### src/exe_consts.svh
//----------------------------------------------------------
// execution cluster constants
// widths, counts and the bit layout of the ALU sub-op field
//----------------------------------------------------------
`ifndef EXE_CONSTS_SVH
`define EXE_CONSTS_SVH

// datapath and cluster sizing
`define EXE_DATA_W 64
`define EXE_WORD_W 32
`define EXE_LANES 2
`define EXE_NREGS 32

// sub-op flag positions, meaning depends on the op
`define ALU_SUB_UNSIGNED 0
`define ALU_SUB_WORD 1
`define ALU_SUB_SUB 2
`define ALU_SUB_RIGHT 3
`define ALU_SUB_ARITH 4
`define ALU_SUB_CMP_LT 5
`define ALU_SUB_NEG 6

// two-bit logic selector, shares bits with the add/shift flags
`define ALU_SUB_LOGIC_LSB 0
`define ALU_LOGIC_AND 2'd0
`define ALU_LOGIC_OR 2'd1
`define ALU_LOGIC_XOR 2'd2

`endif

### src/alu_pkg.sv
//----------------------------------------------------------
// ALU types
// operation codes, operand widths and the command struct
//----------------------------------------------------------
`default_nettype none

`include "exe_consts.svh"

package alu_pkg;

	// operand and result
	typedef logic [`EXE_DATA_W-1:0] data_t;
	// low word of an operand
	typedef logic [`EXE_WORD_W-1:0] word_t;
	// shift amount for the full width
	typedef logic [$clog2(`EXE_DATA_W)-1:0] shamt_t;
	// per-op modifier flags
	typedef logic [7:0] sub_op_t;

	// no multiply slot
	typedef enum logic [1:0] {
		ALU_ADD,
		ALU_COMP,
		ALU_SHIFT,
		ALU_LOGIC
	} alu_op_e;

	typedef struct packed {
		alu_op_e op;
		sub_op_t sub_op;
	} alu_command_t;

endpackage

`default_nettype wire

### src/exe_pkg.sv
//----------------------------------------------------------
// execution cluster types
// register and lane indices, issue and writeback packets
//----------------------------------------------------------
`default_nettype none

`include "exe_consts.svh"

package exe_pkg;
	import alu_pkg::*;

	typedef logic [$clog2(`EXE_NREGS)-1:0] reg_idx_t;
	typedef logic [$clog2(`EXE_LANES)-1:0] lane_idx_t;

	typedef struct packed {
		alu_command_t command;
		data_t data1;
		data_t data2;
		reg_idx_t rd;
	} issue_t;

	typedef struct packed {
		reg_idx_t rd;
		data_t data;
	} wb_t;

endpackage

`default_nettype wire

### src/result_collect.sv
//----------------------------------------------------------
// result collector
// merges lane results into one writeback strobe and holds
// the register file with its combinational read port
//----------------------------------------------------------
`default_nettype none

`include "exe_consts.svh"

module result_collect
	import alu_pkg::*, exe_pkg::*;
(
	input  logic                  clk,
	input  logic                  rst,
	input  logic [`EXE_LANES-1:0] res_valid,
	input  wb_t                   res [`EXE_LANES],
	output logic                  wb_valid,
	output wb_t                   wb,
	input  reg_idx_t              rd_addr,
	output data_t                 rd_data
);

	logic any_valid;
	wb_t sel_res;
	data_t regs [`EXE_NREGS];

	assign any_valid = |res_valid;

	// at most one lane finishes per cycle
	always_comb begin
		sel_res = '0;
		for (int i = 0; i < `EXE_LANES; i++) begin
			if (res_valid[i]) begin
				sel_res = res[i];
			end
		end
	end

	always_ff @(posedge clk) begin
		if (rst) begin
			wb_valid <= 1'b0;
		end else begin
			wb_valid <= any_valid;
		end
	end

	always_ff @(posedge clk) begin
		if (any_valid) begin
			wb <= sel_res;
		end
	end

	// x0 is never written
	always_ff @(posedge clk) begin
		if (rst) begin
			for (int i = 0; i < `EXE_NREGS; i++) begin
				regs[i] <= '0;
			end
		end else if (wb_valid && wb.rd != '0) begin
			regs[wb.rd] <= wb.data;
		end
	end

	assign rd_data = regs[rd_addr];

endmodule

`default_nettype wire

### config.mk
export PLATFORM = sky130hd
export DESIGN_NAME = result_collect
export DESIGN_NICKNAME = d
export VERILOG_FILES = /design/src/alu_pkg.sv /design/src/exe_pkg.sv /design/src/result_collect.sv
export VERILOG_INCLUDE_DIRS = /design/src
export SDC_FILE = /design/constraint.sdc
export NUM_CORES = 2
export LEC_CHECK = 0
export ABC_AREA = 1
export BUFFER_PORTS_ARGS = -buffer_cell sky130_fd_sc_hd__buf_4
export CAP_MARGIN = 40
export CORE_ASPECT_RATIO = 1.75
export CORE_MARGIN = 1
export CORE_UTILIZATION = 25
export DETAILED_ROUTE_END_ITERATION = 12
export HOLD_SLACK_MARGIN = 0.06
export SLEW_MARGIN = 20
export SYNTH_ARGS = -nofsm -noshare
export SYNTH_HDL_FRONTEND = slang
export SYNTH_SLANG_ARGS = --single-unit
export TNS_END_PERCENT = 30
### constraint.sdc
create_clock -name clk -period 5.2 [get_ports clk]
set_input_delay 0.26 -clock clk [delete_from_list [all_inputs] [get_ports clk]]
set_output_delay 0.26 -clock clk [all_outputs]
set_load 0.02 [all_outputs]
==> flow_metrics.py <==
metrics = {
    "yosys": {
        "yosysWarnings": 0,
        "syn-cell-area_mm2": 0.0943,
        "netlist_instances": 9454,
        "syn_avg_cell_area_um2": 9.98,
        "yosys.area.top_type": "edfxtp_1",
        "synth-seq-cells": 2118,
        "ys_async_sr_fraction_pct": 0,
        "post-synth-top-area-fraction_pct": 67.4,
        "synth_seq_area_share_pct": 67.4,
        "synth_cell_types": 17,
        "synthTopCellsByCount": "2469 x nand2_1, 2117 x edfxtp_1, 1985 x nor2_1, 1912 x nand3_1, 417 x buf_2",
        "yosys-top-cells-area": "edfxtp_1 67%, nand3_1 10%, nand2_1 9.8%, nor2_1 7.9%, buf_2 2.2%",
        "synthFlopType": "edfxtp_1",
        "synth_edf_count": 2117,
        "synth.most_common_cell": "nand2_1",
    },
    "clocking": {
        "cts-root-buf": "clkbuf_16",
        "postCtsSetupBuffers": 0,
        "cts_buffer_depth": 4,
        "clk_pin_slew_ns": 0.06,
        "cts_buffers": 212,
        "cts.htree.levels": 4,
        "tritoncts": "done",
        "clk_latency_ns": 0.92,
        "cts.sinks": 2118,
    },
    "sta": {
        "fin_crit_ns": 3.51,
        "setup_viol": 0,
        "finalMaxSlewViolations": 0,
        "max_slew_margin_pct": 23.2,
        "final.setup.tns_ns": 0,
        "finClkSkew_ns": 0.0828,
        "timing.hold.ws_ns": 0.172,
        "fin_crit_sh_pct": 67.5,
        "finalHoldViolCount": 0,
        "maxClockFrequency_mhz": 285,
        "rsz0062_at_grt": "no",
        "worst_slew_pin_slew_ns": 1.15,
    },
    "power": {
        "finalPower_mw": 39.1,
        "power.switching_mw": 10.1,
        "clockPowerShare_pct": 39.8,
        "netSwitchingFraction_pct": 25.9,
        "powerDensity_mw_per_mm2": 354,
        "max-vdd-ir-drop_mv": 0.293,
        "leakage_nw": 42.9,
        "comb_power_share_pct": 10.2,
        "p_int_mw": 29.0,
        "power_frac_seq_pct": 49.9,
    },
    "worst_setup_path": {
        "path_class": "flip-flop to flip-flop",
        "path_delay_family": "simple AND/OR/NAND/NOR gates",
        "arrival_ns": 4.05,
        "crit_path_max_fanout": 34,
        "cp_slowest_cell": "nand2_4",
        "critPathCaptureType": "flip-flop",
        "timing.rr.end": "regs[1][23]",
        "startpoint_type": "flip-flop",
        "crit_chain": "inv_1 -> nand4_1 -> inv_1 -> nand2_4 -> nand2_4 -> buf_12",
        "r2r_slack_ns": 1.69,
        "slowest_delay_ns": 0.80,
        "r2r_cells": 6,
        "critPathLaunch": "wb[65]",
        "required_ns": 5.74,
        "crit_cells": 6,
        "r2r-start": "wb[65]",
        "cp-endpoint": "regs[1][23]",
        "cp_num_buf_inv": 3,
    },
    "detailed_routing": {
        "drtIter0Drc": 7810,
        "top_layer_used": "met5",
        "routed_via_density": 4.91,
        "wl_per_cell_um": 23.6,
        "drc": 0,
        "via_count": 71800,
        "routed_wl_mm": 345,
        "ant_nets": 0,
        "wl_met2_mm": 175,
        "drt_pass1_iterations": 5,
        "wl_met3_mm": 25.3,
        "wl_met1_mm": 120,
    },
    "place": {
        "place_congestion": 0.826,
        "hpwl_mm": 198,
        "placed_area_mm2": 0.102,
        "portBuffers": 280,
    },
    "die": {
        "dieArea_mm2": 0.380,
        "ios": 281,
        "fp.coreArea_mm2": 0.376,
        "die_x_um": 466,
        "fp-row-count": 298,
        "dieHeight_um": 815,
        "initial_core_util_pct": 25.1,
    },
    "cells_and_area": {
        "finalInstanceArea_mm2": 0.111,
        "final_layout_size_suffix_gt1_share_pct": 9.43,
        "nNetsFinal": 9681,
        "area_growth_pct": 17.2,
    },
    "outcome": {
        "status": "completed",
    },
    "grt": {
        "grt_pass1_vias": 69200,
        "grt_max_degree": 185,
        "grt.overflow.total": 0,
        "grt_pass1_wl_mm": 484,
        "antenna_found_initial": 5,
        "grt_usage_pct": 17.5,
    },
    "min_path": {
        "worstHoldStart": "res[91]",
        "hold_class": "input pin to flip-flop",
    },
    "run": {
        "drv_cap": 0,
    },
}
-- cell families (layout without fill, tap and decap cells) --
group | Yosys count | after routing | synth area share [%]
AO/OA/AOI/OAI | 1 | 1 | 0.00530
buffers and inverters | 957 | 1133 | 4.66
other | 1 | 67 | 0.00397
flip-flops | 2118 | 2118 | 67.4
AND/OR/NAND/NOR | 6377 | 6377 | 27.9
-- how the worst min path moves through the flow --
stage | end | slack, ns | cells past startpoint
floorplan | wb_valid | 0.33 | 1
global placement | wb[17] | 0.53 | 3
detailed placement | wb[22] | 0.53 | 3
CTS | wb[15] | 0.11 | 4
global route | wb[15] | 0.19 | 4
finish | wb[22] | 0.17 | 4
-- tightest hold or removal path, stage by stage --
cell           delay (ns)
buf_4                0.08
nand3_1              0.06
nand2_1              0.05
dlygate4sd3_1        0.53
-- layout make-up --
class                   count  area, um^2
inverters                  83         344
multi-input cells        6442       27100
repair buffers            677        6560
well taps                4950        6190
flip-flops and latches   2118       63600
clock inverters           127        1330
clock buffers             246        5450
diodes                      3        7.51
fillers                 38700      265000
-- through the flow --
stage | cells | utilization, % | setup slack (ns)
floorplan | 9517 | - | 2.00
global placement | 14100 | 27.0 | 1.45
detailed placement | 14100 | 27.2 | 1.50
CTS | 14600 | 29.4 | 1.75
global route | 14600 | 29.4 | 1.64
finish | 14600 | 29.4 | 1.69
-- registers in the layout, indices dropped and copies added, names as in the netlist --
register  flops
wb           69
regs       2048
wb_valid      1
-- layout by cell type, fill, tap and decap left out, types with 2 or more instances in the layout --
cell type      Yosys  final
nand2_1         2469   2406
edfxtp_1        2117   2117
nor2_1          1985   1985
nand3_1         1912   1912
buf_4             31    429
clkbuf_16          0    213
dlygate4sd3_1      0    156
conb_1             1     64
nand2_4            0     63
inv_1             78     53
buf_12             0     45
clkinv_1           1     41
clkbuf_1         352     33
clkinv_2           0     32
buf_8              0     27
inv_2              4     24
bufinv_16          0     23
buf_16             0     16
inv_6              0     10
clkinvlp_4         0     10
inv_8              0      6
nor3_1             7      6
nand4_1            4      4
clkinv_4           0      4
diode_2            0      3
clkinv_8           0      3
inv_4              0      2
buf_2            417      2
-- power by group through the flow --
stage,registers [mW],logic (mW),clock network (mW)
floorplan,19.9,2.00,0
global placement,19.9,3.74,0
detailed placement,19.9,3.87,0
CTS,19.5,3.98,15.7
global route,19.6,4.22,16.3
finish,19.5,4.00,15.6
-- timing repair --
item | 4_1_cts | 5_1_grt
hold endpoints to repair | 101 | 0
hold buffers | 156 | 0
resized for setup | 0 | 0
-- routing by layer --
metal | track usage, % | vias to the layer above
met5 | 0 | -
met4 | 11.2 | 6
met3 | 2.11 | 981
met2 | 31.2 | 3755
met1 | 19.4 | 35300
li1 | - | 31800
No activity file was read; power rests on OpenSTA's default activity.
