**config.mk**
```make
export PLATFORM = sky130hd
export DESIGN_NAME = alu_lane
export DESIGN_NICKNAME = d
export VERILOG_FILES = /design/src/alu_pkg.sv /design/src/exe_pkg.sv /design/src/alu_exe.sv /design/src/alu_lane.sv
export VERILOG_INCLUDE_DIRS = /design/src
export SDC_FILE = /design/constraint.sdc
export NUM_CORES = 2
export LEC_CHECK = 0
export ABC_AREA = 1
export BUFFER_PORTS_ARGS = -buffer_cell sky130_fd_sc_hd__buf_4
export CAP_MARGIN = 10
export CELL_PAD_IN_SITES_DETAIL_PLACEMENT = 1
export CELL_PAD_IN_SITES_GLOBAL_PLACEMENT = 2
export CORE_MARGIN = 10
export CORE_UTILIZATION = 32
export CTS_BUF_LIST = sky130_fd_sc_hd__clkbuf_8
export DETAILED_ROUTE_END_ITERATION = 16
export PLACE_DENSITY = 0.9
export SYNTH_ARGS = -nofsm -noshare
export SYNTH_HDL_FRONTEND = slang
export SYNTH_SLANG_ARGS = --single-unit
```
**constraint.sdc**
```tcl
create_clock -name clk -period 4.6 [get_ports clk]
set_input_delay 0.23 -clock clk [delete_from_list [all_inputs] [get_ports clk]]
set_output_delay 0.23 -clock clk [all_outputs]
set_load 0.005 [all_outputs]
```
**src/exe_consts.svh**
```systemverilog
//----------------------------------------------------------
// execution cluster constants
// widths, counts and the bit layout of the ALU sub-op field
//----------------------------------------------------------
`ifndef EXE_CONSTS_SVH
`define EXE_CONSTS_SVH

// datapath and cluster sizing
`define EXE_DATA_W 64
`define EXE_WORD_W 32
`define EXE_LANES 2
`define EXE_NREGS 32

// sub-op flag positions, meaning depends on the op
`define ALU_SUB_UNSIGNED 0
`define ALU_SUB_WORD 1
`define ALU_SUB_SUB 2
`define ALU_SUB_RIGHT 3
`define ALU_SUB_ARITH 4
`define ALU_SUB_CMP_LT 5
`define ALU_SUB_NEG 6

// two-bit logic selector, shares bits with the add/shift flags
`define ALU_SUB_LOGIC_LSB 0
`define ALU_LOGIC_AND 2'd0
`define ALU_LOGIC_OR 2'd1
`define ALU_LOGIC_XOR 2'd2

`endif

```
**src/alu_pkg.sv**
```systemverilog
//----------------------------------------------------------
// ALU types
// operation codes, operand widths and the command struct
//----------------------------------------------------------
`default_nettype none

`include "exe_consts.svh"

package alu_pkg;

	// operand and result
	typedef logic [`EXE_DATA_W-1:0] data_t;
	// low word of an operand
	typedef logic [`EXE_WORD_W-1:0] word_t;
	// shift amount for the full width
	typedef logic [$clog2(`EXE_DATA_W)-1:0] shamt_t;
	// per-op modifier flags
	typedef logic [7:0] sub_op_t;

	// no multiply slot
	typedef enum logic [1:0] {
		ALU_ADD,
		ALU_COMP,
		ALU_SHIFT,
		ALU_LOGIC
	} alu_op_e;

	typedef struct packed {
		alu_op_e op;
		sub_op_t sub_op;
	} alu_command_t;

endpackage

`default_nettype wire

```
**src/exe_pkg.sv**
```systemverilog
//----------------------------------------------------------
// execution cluster types
// register and lane indices, issue and writeback packets
//----------------------------------------------------------
`default_nettype none

`include "exe_consts.svh"

package exe_pkg;
	import alu_pkg::*;

	typedef logic [$clog2(`EXE_NREGS)-1:0] reg_idx_t;
	typedef logic [$clog2(`EXE_LANES)-1:0] lane_idx_t;

	typedef struct packed {
		alu_command_t command;
		data_t data1;
		data_t data2;
		reg_idx_t rd;
	} issue_t;

	typedef struct packed {
		reg_idx_t rd;
		data_t data;
	} wb_t;

endpackage

`default_nettype wire

```
**src/alu_exe.sv**
```systemverilog
//----------------------------------------------------------
// ALU core
// combinational add/sub, compare, shift and logic on one
// command and two operands
//----------------------------------------------------------
`default_nettype none

`include "exe_consts.svh"

module alu_exe
	import alu_pkg::*;
(
	input  alu_command_t command,
	input  data_t        data1,
	input  data_t        data2,
	output data_t        res
);

	localparam int SFT_W = $bits(shamt_t);
	localparam int WSFT_W = $clog2(`EXE_WORD_W);
	localparam int UPPER_W = `EXE_DATA_W - `EXE_WORD_W;

	logic op_word;
	logic op_neg;
	logic sft_right;
	logic sft_arith;
	logic sft_large;

	// per-function operands, zero unless that function is selected
	data_t add_a;
	data_t add_b;
	data_t cmp_a;
	data_t cmp_b;
	data_t sft_a;
	shamt_t sft_n;
	data_t logic_a;
	data_t logic_b;
	word_t sft_w;

	data_t res_add;
	logic res_cmp;
	word_t res_sft_w;
	data_t res_sft;
	data_t res_logic;

	assign op_word = command.sub_op[`ALU_SUB_WORD];
	assign op_neg = command.sub_op[`ALU_SUB_NEG];
	assign sft_right = command.sub_op[`ALU_SUB_RIGHT];
	assign sft_arith = command.sub_op[`ALU_SUB_ARITH];

	assign add_a = (command.op == ALU_ADD) ? data1 : '0;
	assign add_b = (command.op == ALU_ADD) ? data2 : '0;
	assign cmp_a = (command.op == ALU_COMP) ? data1 : '0;
	assign cmp_b = (command.op == ALU_COMP) ? data2 : '0;
	assign sft_a = (command.op == ALU_SHIFT) ? data1 : '0;
	assign sft_n = (command.op == ALU_SHIFT) ? data2[SFT_W-1:0] : '0;
	assign logic_a = (command.op == ALU_LOGIC) ? data1 : '0;
	assign logic_b = (command.op == ALU_LOGIC) ? data2 : '0;

	assign sft_w = sft_a[`EXE_WORD_W-1:0];

	// any bit above the legal amount range
	assign sft_large = op_word ? |data2[`EXE_DATA_W-1:WSFT_W] : |data2[`EXE_DATA_W-1:SFT_W];

	// add / subtract, overflow wraps
	assign res_add = command.sub_op[`ALU_SUB_SUB] ? add_a - add_b : add_a + add_b;

	always_comb begin
		if (command.sub_op[`ALU_SUB_CMP_LT]) begin
			if (command.sub_op[`ALU_SUB_UNSIGNED]) begin
				res_cmp = cmp_a < cmp_b;
			end else begin
				res_cmp = $signed(cmp_a) < $signed(cmp_b);
			end
		end else begin
			res_cmp = cmp_a == cmp_b;
		end
	end

	// word shifts only see the low word, sign is bit 31
	always_comb begin
		if (sft_large) begin
			res_sft_w = (sft_right && sft_arith) ? {`EXE_WORD_W{sft_w[`EXE_WORD_W-1]}} : '0;
		end else if (!sft_right) begin
			res_sft_w = sft_w << sft_n[WSFT_W-1:0];
		end else if (sft_arith) begin
			res_sft_w = $signed(sft_w) >>> sft_n[WSFT_W-1:0];
		end else begin
			res_sft_w = sft_w >> sft_n[WSFT_W-1:0];
		end
	end

	always_comb begin
		if (op_word) begin
			res_sft = {{UPPER_W{1'b0}}, res_sft_w};
		end else if (sft_large) begin
			res_sft = (sft_right && sft_arith) ? {`EXE_DATA_W{sft_a[`EXE_DATA_W-1]}} : '0;
		end else if (!sft_right) begin
			res_sft = sft_a << sft_n;
		end else if (sft_arith) begin
			res_sft = $signed(sft_a) >>> sft_n;
		end else begin
			res_sft = sft_a >> sft_n;
		end
	end

	always_comb begin
		case (command.sub_op[`ALU_SUB_LOGIC_LSB +: 2])
			`ALU_LOGIC_AND: res_logic = logic_a & logic_b;
			`ALU_LOGIC_OR: res_logic = logic_a | logic_b;
			`ALU_LOGIC_XOR: res_logic = logic_a ^ logic_b;
			default: res_logic = '0;
		endcase
	end

	// result select, negate applies to compare and logic
	always_comb begin
		case (command.op)
			ALU_ADD: begin
				res = op_word ? {{UPPER_W{1'b0}}, res_add[`EXE_WORD_W-1:0]} : res_add;
			end
			ALU_COMP: res = {{(`EXE_DATA_W-1){1'b0}}, res_cmp ^ op_neg};
			ALU_SHIFT: res = res_sft;
			ALU_LOGIC: res = op_neg ? ~res_logic : res_logic;
			default: res = '0;
		endcase
	end

endmodule

`default_nettype wire

```
**src/alu_lane.sv**
```systemverilog
//----------------------------------------------------------
// ALU execution lane
// runs the ALU core on its dispatched op and registers the
// result tagged with the destination register
//----------------------------------------------------------
`default_nettype none

`include "exe_consts.svh"

module alu_lane
	import alu_pkg::*, exe_pkg::*;
(
	input  logic   clk,
	input  logic   rst,
	input  logic   lane_valid,
	input  issue_t lane_op,
	output logic   res_valid,
	output wb_t    res
);

	data_t alu_res;

	// op is already held in the dispatcher register
	alu_exe u_alu_exe (
		.command(lane_op.command),
		.data1  (lane_op.data1),
		.data2  (lane_op.data2),
		.res    (alu_res)
	);

	always_ff @(posedge clk) begin
		if (rst) begin
			res_valid <= 1'b0;
		end else begin
			res_valid <= lane_valid;
		end
	end

	// result payload, tagged with rd
	always_ff @(posedge clk) begin
		if (lane_valid) begin
			res.rd <= lane_op.rd;
			res.data <= alu_res;
		end
	end

endmodule

`default_nettype wire

```
==> impl_results.md <==
* Clock transition at the registers of the reported paths at 0.10 ns
* Logic gate share of total power at 74.8%
* Crit end category: flip-flop
* HP Class: in2reg
* CTS H-tree depth at 3
* Cells after synthesis at 5267
* Setup-failing EPs final at 0
* P_sw at 3.213 mW
* Via density at 5.965
* Hold Startpoint: lane_op[138]
* Worst EP arrival at 4.45 ns
* Slowest CP cell: ha_1
* Critical path startpoint category: primary input
* Ports at approximately 220
* Status: finished clean
* Drc violations at 0
* Yosys top cell area share at 19.99%
* Reg power frac at 14.7%
* Maximum clock frequency at around 230 MHz
* Fraction of layout instances using a drive strength above 1 at 13.86%
* Synth Warn # at 0
* GRT overflow at 0
* Synth top area cells: nand2_1, nand3_1, ha_1
* Maxcap violations at 0
* Int Power at between 2 and 2.5 mW
* Largest net degree at the start of global routing at 130
* Post-synth top area cell: nand2_1
* Hpwl dp at 167.4 mm
* Violation count after the first detailed-route iteration at ~4400
* Die width at 315.0 um
* Commonest non-fill, non-tap cell in the layout: nand2_1
* Post-route setup TNS at 0 ns
* Top FF cell, synth: edfxtp_1
* Slew Viols, Final at 0
* TritonCTS buffer count at 9
* DR vias at 40620
* Dpl cell area at roughly 33000 um^2
* Syn_nets at 5670
* Part of the cycle the worst path needs at between 90% and 100%
* Starting density of the core at ~32%
* WHS Endpoint: res[0]
* CTS tree: yes
* Power per cell area at 165.9 nW/um^2
* WS Path Type: in2reg
* Hold path cells at 5
* Min cycle time layout at around 4.3 ns
* Design Power at 5.569 mW
* Core ar. at 86620 um^2
* Most frequent cells in the layout: nand2_1, nand3_1, buf_4, nor2_1, inv_1
* Seq/Total Area, Yosys at 7.512%
* Asr flop ratio synth at 0%
* Root Driver: clkbuf_8
* Slowest stage delay, CP at 0.34 ns
* Post-layout nets at slightly above 6000
* Post-Syn Area at 27850 um^2
* Fin util at 38.75%
* Final Hold Vio Count at 0
* # rows at 108
* Leakage at 16.58 nW
* #FFs+latches synth at 70
* Clock sinks at 70
* Switching share of total power at 57.70%
* CTS max path bufs at 2
* Layout area overhead at 20.52%
* Relative slew margins at 18.93%
* First-pass iteration count of the detailed router at 6
* Wire per inst at 30.18 um
* Total GRT Usage at 40.11%
* Worst Setup SP: lane_op[141]
* EDFF count, synth at around 70
* Die area at slightly below 100000 um^2
* Worst-Margin Slew at roughly 1.2 ns
* Final ANT Viol Nets at 0
* Global placement routability congestion at roughly 1.1
* Number of global-route vias before repair at 40648
* VDD IR max at 0.0001272 V
* Avg Inst Size Synth at between 5 and 6 um^2
* Port Buffer Count at 214
* Req. time, crit path at about 4.7 ns
* CP dominant cell by count: nand2_1
* First-pass GRT wire length at 289.3 mm
* Unique masters post-synth at 63
* Finished Cell Area at 33560 um^2
* Initial antenna violation count at 19
* Final wirelength at between 200 and 250 mm
* CP max FO at 5
* Die Height at 315.0 um
* Clk network pwr share at between 10% and 20%
[kinds of logic (layout without fill, tap and decap cells)]
logic type / after synthesis / count (layout) / synth area share [%]
buf+inv: 865 / 1246 / 12.53
simple gates: 3068 / 3068 / 46.62
other cells: 0 / 7 / 0
fa+ha+maj: 257 / 257 / 11.57
xor+xnor: 76 / 76 / 2.390
compound gates: 924 / 924 / 19.12
mux: 7 / 7 / 0.2516
flops: 70 / 70 / 7.512
[metal layers]
layer | track usage [%] | part of all wire [%]
met1 | 44.04 | 36
met2 | 64.33 | 44
met3 | 7.537 | 7.6
met4 | 38.64 | 12
met5 | 0 | 0.051
[stage by stage]
step	cells	setup WS [ns]	hold WS, ns
global route	6804	-0.01570	0.4159
global placement	6780	-0.1300	0.3857
detailed placement	6780	-0.2164	0.3937
floorplan	5267	0.5960	0.3012
CTS	6802	0.2360	0.4206
finish	6810	0.2648	0.4365
[worst max-delay path, delay by kind of cell]
family,cells,cell delay [ns]
fa+ha+maj,2,0.54
xor+xnor,1,0.18
simple gates,21,2.68
buf+inv,8,0.82
[synthesized netlist by cell type, drive strengths merged, types with 7 or more instances]
| cell type | instances |
|---|---|
| a221oi | 31 |
| nor4 | 23 |
| o211ai | 97 |
| a21o | 18 |
| nor2 | 646 |
| o21a | 23 |
| nand2 | 1490 |
| mux2i | 7 |
| xor2 | 51 |
| nand4 | 32 |
| o21bai | 11 |
| clkbuf | 120 |
| o31ai | 8 |
| edfxtp | 69 |
| ha | 256 |
| nand3b | 14 |
| a31oi | 29 |
| xnor2 | 25 |
| or2 | 30 |
| nor3 | 15 |
| and2 | 7 |
| a21oi | 288 |
| o21ai | 391 |
| a21boi | 11 |
| nand3 | 807 |
| buf | 184 |
| inv | 557 |
[timing repair]
item / in CTS / in global routing
buffers inserted: 0 / 1
hold buffers: 6 / 0
gates resized for setup: 0 / 12
endpoints found under the hold margin: 6 / 0
setup endpoints to repair: 0 / 15
[power by group through the flow]
stage | Clock, mW | Sequential, mW | Combinational (mW)
floorplan | 0 | 0.824 | 1.97
global placement | 0 | 0.828 | 3.93
detailed placement | 0 | 0.831 | 3.99
CTS | 0.604 | 0.817 | 4.01
global route | 0.618 | 0.823 | 4.40
finish | 0.586 | 0.819 | 4.16
[worst max path at each step]
stage / end / slack, ns / cells after the start
6_report: res[55] / 0.26 / 32
5_1_grt: res[59] / -0.02 / 30
4_1_cts: res[60] / 0.24 / 26
3_5_place_dp: res[60] / -0.22 / 26
3_3_place_gp: res[60] / -0.13 / 26
2_1_floorplan: res[37] / 0.60 / 22
[final cells by class]
class,count,area (um^2)
Clock buffer,9,123.9
Timing Repair Buffer,669,5300
Sequential cell,70,2092
Inverter,561,2116
Clock inverter,7,80.08
Fill cell,12190,53050
Antenna cell,7,17.52
Multi-Input combinational cell,4332,22390
Tap cell,1155,1445
[state kept, by name, summed over array words and instances, names as in the netlist]
signal,count
res_valid,1
res,69
Power figures use the tool's default switching activity.
