$ cat config.mk
export PLATFORM = sky130hd
export DESIGN_NAME = issue_dispatch
export DESIGN_NICKNAME = d
export VERILOG_FILES = /design/src/alu_pkg.sv /design/src/exe_pkg.sv /design/src/issue_dispatch.sv
export VERILOG_INCLUDE_DIRS = /design/src
export SDC_FILE = /design/constraint.sdc
export NUM_CORES = 1
export LEC_CHECK = 0
export BUFFER_PORTS_ARGS = -buffer_cell sky130_fd_sc_hd__clkbuf_2
export CAP_MARGIN = 20
export CORE_AREA = 2 2 167 169
export CTS_CLUSTER_DIAMETER = 80
export DETAILED_ROUTE_END_ITERATION = 7
export DIE_AREA = 0 0 169 171
export SYNTH_ARGS = -nofsm -noshare
export SYNTH_HDL_FRONTEND = slang
export SYNTH_SLANG_ARGS = --single-unit
$ cat constraint.sdc
create_clock -name clk -period 3.34 [get_ports clk]
set_input_delay 1.002 -clock clk [delete_from_list [all_inputs] [get_ports clk]]
set_output_delay 1.002 -clock clk [all_outputs]
set_load 0.03 [all_outputs]
$ cat src/exe_consts.svh
//----------------------------------------------------------
// execution cluster constants
// widths, counts and the bit layout of the ALU sub-op field
//----------------------------------------------------------
`ifndef EXE_CONSTS_SVH
`define EXE_CONSTS_SVH

// datapath and cluster sizing
`define EXE_DATA_W 64
`define EXE_WORD_W 32
`define EXE_LANES 2
`define EXE_NREGS 32

// sub-op flag positions, meaning depends on the op
`define ALU_SUB_UNSIGNED 0
`define ALU_SUB_WORD 1
`define ALU_SUB_SUB 2
`define ALU_SUB_RIGHT 3
`define ALU_SUB_ARITH 4
`define ALU_SUB_CMP_LT 5
`define ALU_SUB_NEG 6

// two-bit logic selector, shares bits with the add/shift flags
`define ALU_SUB_LOGIC_LSB 0
`define ALU_LOGIC_AND 2'd0
`define ALU_LOGIC_OR 2'd1
`define ALU_LOGIC_XOR 2'd2

`endif

$ cat src/alu_pkg.sv
//----------------------------------------------------------
// ALU types
// operation codes, operand widths and the command struct
//----------------------------------------------------------
`default_nettype none

`include "exe_consts.svh"

package alu_pkg;

	// operand and result
	typedef logic [`EXE_DATA_W-1:0] data_t;
	// low word of an operand
	typedef logic [`EXE_WORD_W-1:0] word_t;
	// shift amount for the full width
	typedef logic [$clog2(`EXE_DATA_W)-1:0] shamt_t;
	// per-op modifier flags
	typedef logic [7:0] sub_op_t;

	// no multiply slot
	typedef enum logic [1:0] {
		ALU_ADD,
		ALU_COMP,
		ALU_SHIFT,
		ALU_LOGIC
	} alu_op_e;

	typedef struct packed {
		alu_op_e op;
		sub_op_t sub_op;
	} alu_command_t;

endpackage

`default_nettype wire

$ cat src/exe_pkg.sv
//----------------------------------------------------------
// execution cluster types
// register and lane indices, issue and writeback packets
//----------------------------------------------------------
`default_nettype none

`include "exe_consts.svh"

package exe_pkg;
	import alu_pkg::*;

	typedef logic [$clog2(`EXE_NREGS)-1:0] reg_idx_t;
	typedef logic [$clog2(`EXE_LANES)-1:0] lane_idx_t;

	typedef struct packed {
		alu_command_t command;
		data_t data1;
		data_t data2;
		reg_idx_t rd;
	} issue_t;

	typedef struct packed {
		reg_idx_t rd;
		data_t data;
	} wb_t;

endpackage

`default_nettype wire

$ cat src/issue_dispatch.sv
//----------------------------------------------------------
// issue dispatcher
// registers each issued op and hands it to the next lane
// in round-robin order, one strobe per op
//----------------------------------------------------------
`default_nettype none

`include "exe_consts.svh"

module issue_dispatch
	import exe_pkg::*;
(
	input  logic                  clk,
	input  logic                  rst,
	input  logic                  issue_valid,
	input  issue_t                issue,
	output logic [`EXE_LANES-1:0] lane_valid,
	output issue_t                lane_op [`EXE_LANES]
);

	localparam lane_idx_t LAST_LANE = lane_idx_t'(`EXE_LANES - 1);

	// lane that takes the next op
	lane_idx_t ptr;

	always_ff @(posedge clk) begin
		if (rst) begin
			ptr <= '0;
			lane_valid <= '0;
		end else begin
			lane_valid <= '0;
			if (issue_valid) begin
				lane_valid[ptr] <= 1'b1;
				if (ptr == LAST_LANE) begin
					ptr <= '0;
				end else begin
					ptr <= ptr + 1'b1;
				end
			end
		end
	end

	// packet stays put until this lane is picked again
	always_ff @(posedge clk) begin
		if (issue_valid) begin
			lane_op[ptr] <= issue;
		end
	end

endmodule

`default_nettype wire

==> summary.txt, run 1 <==
Synth
  – Yosys cell types: 8
  – Yosys reg bits: 289
  – Synthesized instance count: 295
  – Netlist Area Pre-Place: 0.00869 mm²
  – Synth Net Count: 441
  – Syn avg cell area: 29.5 µm²
  – YS warnings: 0
  – Post-synthesis sequential area ratio: 99.5%

Power
  – Peak VDD IR: 577 µV
  – Pint: 6190 µW
  – Power per cell area: 654 mW/mm²
  – Combinational power share: 10.3%
  – Switching portion of total power: 23.7%
  – Lkg Pwr: 0.00507 µW
  – P_sw: 1920 µW
  – Sequential Power Share: 52.9%
  – Clock share of power: 36.9%

Critical path
  – Top delay family on crit path: flip-flops
  – Worst-path maximum fanout: 1
  – CP Cell Sequence: clkbuf_2
  – Startpoint types: flip-flop
  – CP required: 2340 ps
  – Setup CP Type: reg -> out
  – Buf+Inv Stages, Crit Path: 1
  – Critical path endpoint category: primary output
  – Slowest Stage Delay on Critical Path: 390 ps
  – Critical-path top delay cell: edfxtp_1
  – Arrival time at the worst endpoint: 1130 ps

Clocking
  – TritonCTS clock tree: yes
  – H-tree Lvls: 1
  – CTS clk-pin slew, worst paths: 60 ps
  – Clk root buf: clkbuf_16
  – Clk Latency, worst-skew pair: 540 ps
  – Hold-fix buffers, CTS: 0
  – CTS Buf Count: 30
  – Num Clock Sinks: 289
  – Cts repair resizes: 0
  – Bufs on Longest Clock Path: 3
  – Buffers inserted by post-CTS timing repair: 0

Timing
  – Slew @ Worst Pin: 595 ps
  – Final cycle utilization of the critical path: 64.0%
  – Max Freq: 468 MHz
  – Slew HR: 60.3%
  – Fin crit period: 2140 ps
  – RSZ-0062 raised after global routing: no
  – Slew Limit Fails: 0
  – Clk_skew: 19.2 ps
  – Final setup violation count: 0
  – Setup TNS: 0 ps
  – Fin. Hold Viols: 0

Drt
  – ANT nets after route: 0
  – Vias per inst: 4.20
  – Iteration-0 DRC Markers: 258
  – Vias: 4789
  – Final WL: 20700 µm
  – DRC: 0
  – Routed len/inst: 18.2 µm
  – Initial DRT Pass Iterations: 6

Floorplanning
  – Ports: 434
  – Rows: 61
  – Starting density of the core: 31.8%
  – Core area: 0.0273 mm²
  – Die area: 0.0289 mm²
  – Die H: 171 µm
  – Die width: 169 µm

Global routing
  – Vias in the first global route: 4839
  – First-pass GRT wire length: 28800 µm
  – Largest net degree at the start of global routing: 36
  – GRT Resource Usage Total: 13.3%
  – Antenna violations before repair: 1
  – Total global routing overflow: 0

Place
  – IO Port Bufs: 433
  – HPWL after DPL: 15400 µm
  – Post-place instance area: 0.0115 mm²
  – GPL Wtd Cong: 0.761

Finish
  – NumNets Final: 922
  – Layout cells sized above 1: 61.5%
  – Fill cells: 2411
  – Number of diodes: 0
  – Area grow syn2layout: 42.5%
  – Post-route cell area: 0.0124 mm²

Run
  – Max_cap viols: 0

Outcome
  – Status: finished clean

Worst hold path
  – Hold Path Class: reg -> reg
layout make-up:
class,count,area (µm²),area share (%)
sequential,289,8650,69.8
timing repair buffer,449,2370,19.2
clock buffer,46,852,6.88
tap,346,433,3.49
multi-input combinational,6,48.8,0.394
clock inverter,5,31.3,0.253
synth_stat cells:
library cell	instances	share of area, %
xnor2_1	1	0.10
dfxtp_1	3	0.69
and2b_2	1	0.10
and2_2	1	0.086
nor3b_1	1	0.086
edfxtp_1	286	99
nor2_1	1	0.043
and3b_2	1	0.12
flip-flops by register name, indices dropped and copies added (netlist names):
name / count
ptr: 1
lane_valid: 2
lane_op: 286
layer usage:
metal / share of wire [%] / global-route usage [%] / up-vias
met3: 10 / 5.44 / 29
li1: - / - / 2186
met1: 36 / 14.6 / 2321
met4: 2.0 / 4.24 / 0
met2: 52 / 23.7 / 253
met5: 0 / 0 / -
cell families (layout without fill, tap and decap cells):
group	Yosys count	after routing	synth area share (%)
flip-flops	289	289	99.5
buffers and inverters	0	500	0
XOR/XNOR	1	1	0.101
AND/OR/NAND/NOR	5	5	0.432
layout by cell type (no fill, tap or decap):
master	synthesis	final
clkbuf_2	0	433
edfxtp_1	286	286
clkbuf_16	0	31
clkbuf_1	0	13
buf_4	0	9
buf_12	0	7
dfxtp_1	3	3
clkinv_2	0	2
clkbuf_8	0	2
and2b_4	0	1
nor3b_1	1	1
and3b_2	1	1
xnor2_1	1	1
nor2_1	1	1
and2_4	0	1
inv_6	0	1
clkinv_1	0	1
clkinv_4	0	1
worst paths after layout:
kind / start / end / slack [ps] / cells after the start
min: ptr / lane_valid[0] / 510 / 1
max reg2reg: ptr / lane_op[161] / 1710 / 2
min reg2reg: ptr / lane_valid[0] / 510 / 1
max: lane_op[118] / lane_op[118] / 1200 / 1
metrics by stage:
step	setup slack, ps	util [%]	total power [µW]	cells	hold WS (ps)
after CTS	1160	45.3	8220	1141	509
after detailed placement	976	42.1	5210	1090	502
final	1200	45.3	8110	1141	509
after global routing	1140	45.3	8410	1141	524
after global placement	998	42.1	5190	1090	488
after floorplan	123	-	4840	295	458
power by group through the flow:
| stage | logic (µW) | registers (µW) | clock network, µW |
|---|---|---|---|
| finish | 833 | 4290 | 2990 |
| global route | 878 | 4300 | 3230 |
| CTS | 845 | 4290 | 3090 |
| detailed placement | 844 | 4360 | 0 |
| global placement | 835 | 4360 | 0 |
| floorplan | 74.6 | 4760 | 0 |
(Power assumes the default switching activity.)
==> inputs of run 2 (changes only) <==
--- a/config.mk
+++ b/config.mk
@@ -6,12 +6,13 @@
 export SDC_FILE = /design/constraint.sdc
 export NUM_CORES = 1
 export LEC_CHECK = 0
+export ABC_AREA = 1
 export BUFFER_PORTS_ARGS = -buffer_cell sky130_fd_sc_hd__clkbuf_2
 export CAP_MARGIN = 20
-export CORE_AREA = 2 2 167 169
+export CORE_AREA = 2 2 169 171
 export CTS_CLUSTER_DIAMETER = 80
 export DETAILED_ROUTE_END_ITERATION = 7
-export DIE_AREA = 0 0 169 171
+export DIE_AREA = 0 0 171 173
 export SYNTH_ARGS = -nofsm -noshare
 export SYNTH_HDL_FRONTEND = slang
 export SYNTH_SLANG_ARGS = --single-unit
==> constraint.sdc (replaced) <==
create_clock -name clk -period 2.1 [get_ports clk]
set_input_delay 0.63 -clock clk [delete_from_list [all_inputs] [get_ports clk]]
set_output_delay 0.63 -clock clk [all_outputs]
set_load 0.03 [all_outputs]
==> summary.txt, run 2 <==
Outcome
  – Status: finished clean

Synth
  – Yosys cell types: 6
  – XOR/XNOR Fraction of Synth Area: 0%
  – Ys flop type: edfxtp_1
  – Post-synthesis adder-cell area fraction: 0%
  – Post-synthesis sequential area ratio: 99.6%
  – Netlist Area Pre-Place: 0.00869 mm²
  – Post-synthesis mux area share: 0%
  – Synth async-reset ratio: 0%
  – Most frequent cells after synthesis: edfxtp_1, nor2_1, dfxtp_1, inv_1, nand2_1
  – Most frequent cell after synthesis: edfxtp_1
  – Compound-Gate Fraction of Synth Area: 0%
  – Number of synthesized flops with an enable pin: 286
  – Top cells by area, synth: edfxtp_1, dfxtp_1, nor2_1
  – Synthesized instance count: 299
  – Synth Net Count: 445
  – Most area-hungry cell type in the Yosys netlist: edfxtp_1
  – Share of the synthesized area in the top cell type: 98.9%
  – Syn avg cell area: 29.1 µm²
  – YS warnings: 0
  – Simple-Gate Fraction of Synth Area: 0.317%
  – Main combinational cell family by area after synthesis: simple AND/OR/NAND/NOR gates
  – Yosys reg bits: 289

Critical path
  – Buf+Inv Stages, Crit Path: 1
  – Worst-path maximum fanout: 1
  – Worst r2r src: ptr
  – Critical-path top delay cell: edfxtp_1
  – Arrival time at the worst endpoint: 1150 ps
  – CP required: 1470 ps
  – Startpoint types: flip-flop
  – Slowest Stage Delay on Critical Path: 410 ps
  – CP Launch Point: lane_op[25]
  – CP Cell Sequence: clkbuf_2
  – Top delay family on crit path: flip-flops
  – Setup CP Type: reg -> out
  – Critical path endpoint category: primary output

Timing
  – Slew @ Worst Pin: 436 ps
  – Fin. Hold Viols: 0
  – Fin crit period: 1780 ps
  – Max Freq: 563 MHz
  – Clk_skew: 5.48 ps
  – Final setup violation count: 0
  – Final cycle utilization of the critical path: 84.6%
  – Worst Setup Slack, final: 322 ps
  – Slew Limit Fails: 0
  – Slew HR: 70.9%
  – RSZ-0062 raised after global routing: no

Run
  – Max_cap viols: 0

Drt
  – Routed len/inst: 17.2 µm
  – Initial DRT Pass Iterations: 7
  – Vias per inst: 4.05
  – DRC: 0
  – ANT nets after route: 0
  – Iteration-0 DRC Markers: 231
  – Final WL: 20300 µm
  – Vias: 4772

Place
  – IO Port Bufs: 433
  – Setup WS pre-CTS: 239 ps
  – GPL Wtd Cong: 0.794
  – Placed cells: 1126
  – HPWL after DPL: 15200 µm

Floorplanning
  – Die H: 173 µm
  – Starting density of the core: 31.4%
  – Ports: 434
  – Rows: 61
  – Die area: 0.0296 mm²
  – Core area: 0.0276 mm²
  – Die width: 171 µm

Global routing
  – Largest net degree at the start of global routing: 70
  – Antenna violations before repair: 1
  – First-pass GRT wire length: 28700 µm
  – Total global routing overflow: 0
  – Vias in the first global route: 4929
  – GRT Resource Usage Total: 12.9%

Clocking
  – TritonCTS clock tree: yes
  – Buffers inserted by post-CTS timing repair: 0
  – Hold-fix buffers, CTS: 0
  – CTS Buf Count: 29
  – Clk Latency, worst-skew pair: 520 ps
  – Bufs on Longest Clock Path: 3
  – Num Clock Sinks: 289
  – CTS clk-pin slew, worst paths: 60 ps
  – Cts repair resizes: 0
  – H-tree Lvls: 1
  – Clk root buf: clkbuf_16

Finish
  – Post-layout util: 45.3%
  – Most common cell after layout, fill and taps aside: clkbuf_2
  – Layout cells sized above 1: 61.5%
  – Area grow syn2layout: 44.2%
  – Top reg by flops: lane_op
  – Largest register FFs: 286
  – Biggest regs: lane_op (286), lane_valid (2), ptr (1)
  – Multi-input logic area: 51.3 µm²
  – NumNets Final: 925
  – Total area of sequential cells: 0.00865 mm²
  – Commonest non-fill, non-tap cells in the layout: clkbuf_2, edfxtp_1, clkbuf_16
  – Fill cells: 2439
  – Finished Layout Cells: 1179

Power
  – Power per cell area: 1030 mW/mm²
  – Design Power: 13000 µW
  – Lkg Pwr: 0.00509 µW
  – Peak VDD IR: 666 µV

Worst hold path
  – Hold_sp: issue[69]
  – Hold Path Class: in -> reg
==> run 2: cell types whose count changed in the layout (fill, tap and decap cells not counted), moves of 2 or more <==
cell        before  now
clkbuf_1        13    6
clkinv_1         1    7
clkinvlp_4       0    5
bufinv_16        0    4
clkbuf_16       31   29
clkbuf_8         2    0
nor2_1           1    3
==> run 2: area by class of cell <==
type	count	area share [%]
clock buffer	35	5.97
clock inverter	17	1.49
timing repair buffer	449	19.1
inverter	3	0.220
sequential	289	69.1
tap	378	3.78
antenna	1	0.0200
multi-input combinational	7	0.410
==> run 2: logic make-up after synthesis <==
family                 Yosys count
buffers and inverters            3
flip-flops                     289
AND/OR/NAND/NOR                  7
==> run 2: final timing paths <==
| path | end | slack, ps | cells past startpoint |
|---|---|---|---|
| worst max-delay path | lane_op[25] | 320 | 1 |
| worst min-delay path | lane_op[69] | 290 | 1 |
| worst max register to register | lane_op[116] | 630 | 3 |
| worst min register to register | lane_valid[1] | 580 | 2 |
==> run 2: report_power, final <==
part / internal (µW) / switching [µW]
Clock: 3010 / 2010
Sequential: 6680 / 74.9
Combinational: 314 / 873
Total: 10000 / 2960
==> run 2: metrics by stage <==
step | setup TNS (ps) | cell area, µm² | hold slack [ps]
after global routing | 0 | 12500 | 252
after floorplan | -308900 | 8730 | 552
after CTS | 0 | 12500 | 255
after global placement | 0 | 11600 | 584
final | 0 | 12500 | 287
after detailed placement | 0 | 11600 | 581
==> run 2: layer usage <==
layer	part of all wire, %	vias up	track usage (%)
li1	-	2180	-
met1	36	2281	13.8
met2	51	271	23.2
met3	10	38	4.83
met4	2.9	2	4.06
met5	0.064	-	0
==> inputs of run 3 (changes only) <==
--- a/config.mk
+++ b/config.mk
@@ -6,7 +6,7 @@
 export SDC_FILE = /design/constraint.sdc
 export NUM_CORES = 1
 export LEC_CHECK = 0
-export ABC_AREA = 1
+export ABC_AREA = 0
 export BUFFER_PORTS_ARGS = -buffer_cell sky130_fd_sc_hd__clkbuf_2
 export CAP_MARGIN = 20
 export CORE_AREA = 2 2 169 171
==> constraint.sdc (replaced) <==
create_clock -name clk -period 1.8 [get_ports clk]
set_input_delay 0.54 -clock clk [delete_from_list [all_inputs] [get_ports clk]]
set_output_delay 0.54 -clock clk [all_outputs]
set_load 0.03 [all_outputs]
==> summary.txt, run 3 (synthesis results as in run 1) <==
Timing
  – Fin crit period: 1680 ps
  – Worst Setup Slack, final: 117 ps
  – Slew @ Worst Pin: 385 ps
  – Slew Limit Fails: 0
  – Max Freq: 594 MHz
  – Final cycle utilization of the critical path: 93.5%
  – RSZ-0062 raised after global routing: no
  – Final setup violation count: 0
  – Slew HR: 74.3%
  – Clk_skew: 7.76 ps
  – Fin. Hold Viols: 0
  – Hold WS: 191 ps

Clocking
  – Hold-fix buffers, CTS: 0
  – H-tree Lvls: 1
  – Cts repair resizes: 0
  – Num Clock Sinks: 289
  – TritonCTS clock tree: yes
  – CTS clk-pin slew, worst paths: 60 ps
  – Clk root buf: clkbuf_16
  – CTS Buf Count: 29
  – Bufs on Longest Clock Path: 3
  – Buffers inserted by post-CTS timing repair: 0
  – Clk Latency, worst-skew pair: 530 ps

Floorplanning
  – Starting density of the core: 31.5%
  – Die H: 173 µm
  – Ports: 434
  – Rows: 61
  – Core area: 0.0276 mm²
  – Die area: 0.0296 mm²
  – Die width: 171 µm

Global routing
  – GRT Resource Usage Total: 12.9%
  – Antenna violations before repair: 0
  – First-pass GRT wire length: 28900 µm
  – Total global routing overflow: 0
  – Largest net degree at the start of global routing: 64
  – Vias in the first global route: 5049

Critical path
  – Critical path endpoint category: primary output
  – Startpoint types: flip-flop
  – CP Launch Point: lane_op[148]
  – Slowest Stage Delay on Critical Path: 400 ps
  – CP endpoint: lane_op[148]
  – Stages on worst setup path: 1
  – Worst r2r src: ptr
  – Setup CP Type: reg -> out
  – Worst reg2reg endpoint: lane_op[177]
  – CP Cell Sequence: clkbuf_2
  – Critical-path top delay cell: edfxtp_1
  – R2R Setup Slk: 480 ps
  – Arrival time at the worst endpoint: 1140 ps
  – CP required: 1260 ps
  – Worst-path maximum fanout: 1
  – Buf+Inv Stages, Crit Path: 1
  – R2R cell count: 3
  – Top delay family on crit path: flip-flops

Drt
  – Final WL: 20000 µm
  – DRC: 0
  – Routed len/inst: 17.1 µm
  – Iteration-0 DRC Markers: 230
  – ANT nets after route: 0
  – Vias per inst: 4.07
  – Vias: 4771
  – Initial DRT Pass Iterations: 4

Finish
  – Number of diodes: 0
  – Biggest regs: lane_op (286), lane_valid (2), ptr (1)
  – Layout cells sized above 1: 61.8%
  – Commonest non-fill, non-tap cells in the layout: clkbuf_2, edfxtp_1, clkbuf_16
  – Largest register FFs: 286
  – Most common cell after layout, fill and taps aside: clkbuf_2
  – NumNets Final: 923
  – Area grow syn2layout: 43.4%
  – Top reg by flops: lane_op
  – Post-route cell area: 0.0125 mm²

Place
  – HPWL after DPL: 15200 µm
  – IO Port Bufs: 433
  – Setup WS pre-CTS: 208 ps
  – Post-place instance area: 0.0116 mm²
  – GPL Wtd Cong: 0.783

Worst hold path
  – Hold Path Class: in -> reg

Run
  – Max_cap viols: 0

Power
  – Power per cell area: 1180 mW/mm²
  – Peak VDD IR: 736 µV
  – Design Power: 14700 µW
  – Lkg Pwr: 0.00507 µW

Outcome
  – Status: finished clean
## run 3: cell types whose count changed in the layout (fill, tap and decap cells not counted), sizes merged, moves of 2 or more
cell      before  now
bufinv         4    0
clkinvlp       5    1
nor2           4    1
buf           16   18
clkinv         9   11
nand2          2    0
## run 3: worst min path at each step
| stage | startpoint | slack [ps] | to | cells after the start |
|---|---|---|---|---|
| 2_1_floorplan | ptr | 460 | lane_valid[0] | 1 |
| 3_3_place_gp | ptr | 490 | lane_valid[0] | 1 |
| 3_5_place_dp | ptr | 500 | lane_valid[0] | 1 |
| 4_1_cts | issue[94] | 160 | lane_op[237] | 1 |
| 5_1_grt | issue[21] | 170 | lane_op[164] | 1 |
| 6_report | rst | 190 | ptr | 2 |
## run 3: where the power goes
group | internal (µW) | switching [µW] | leakage, µW
combinational | 438 | 1140 | 0.00196
sequential | 7860 | 96.2 | 0.00271
clock | 2930 | 2290 | 0.000401
## run 3: final cells by class
cell class,instances,area (µm²)
clock buffers,35,748
clock inverters,13,68.8
fillers,2424,15200
multi-input cells,6,48.8
flip-flops and latches,289,8650
well taps,378,473
repair buffers,451,2480
## run 3: routing by layer
layer  track usage, %  vias to the layer above  routed length (µm)
met2             22.9                      274               10100
met4             5.40                        0                 776
met5                0                        -                   0
li1                 -                     2184                   -
met1             13.6                     2258                6970
met3             4.74                       55                2110
## run 3: stage by stage
stage          setup TNS [ps]  std cells  utilization (%)
2_1_floorplan          -76760        295                -
3_3_place_gp                0       1124             42.2
3_5_place_dp                0       1124             42.2
4_1_cts                     0       1172             45.1
5_1_grt                     0       1172             45.1
6_report                    0       1172             45.1
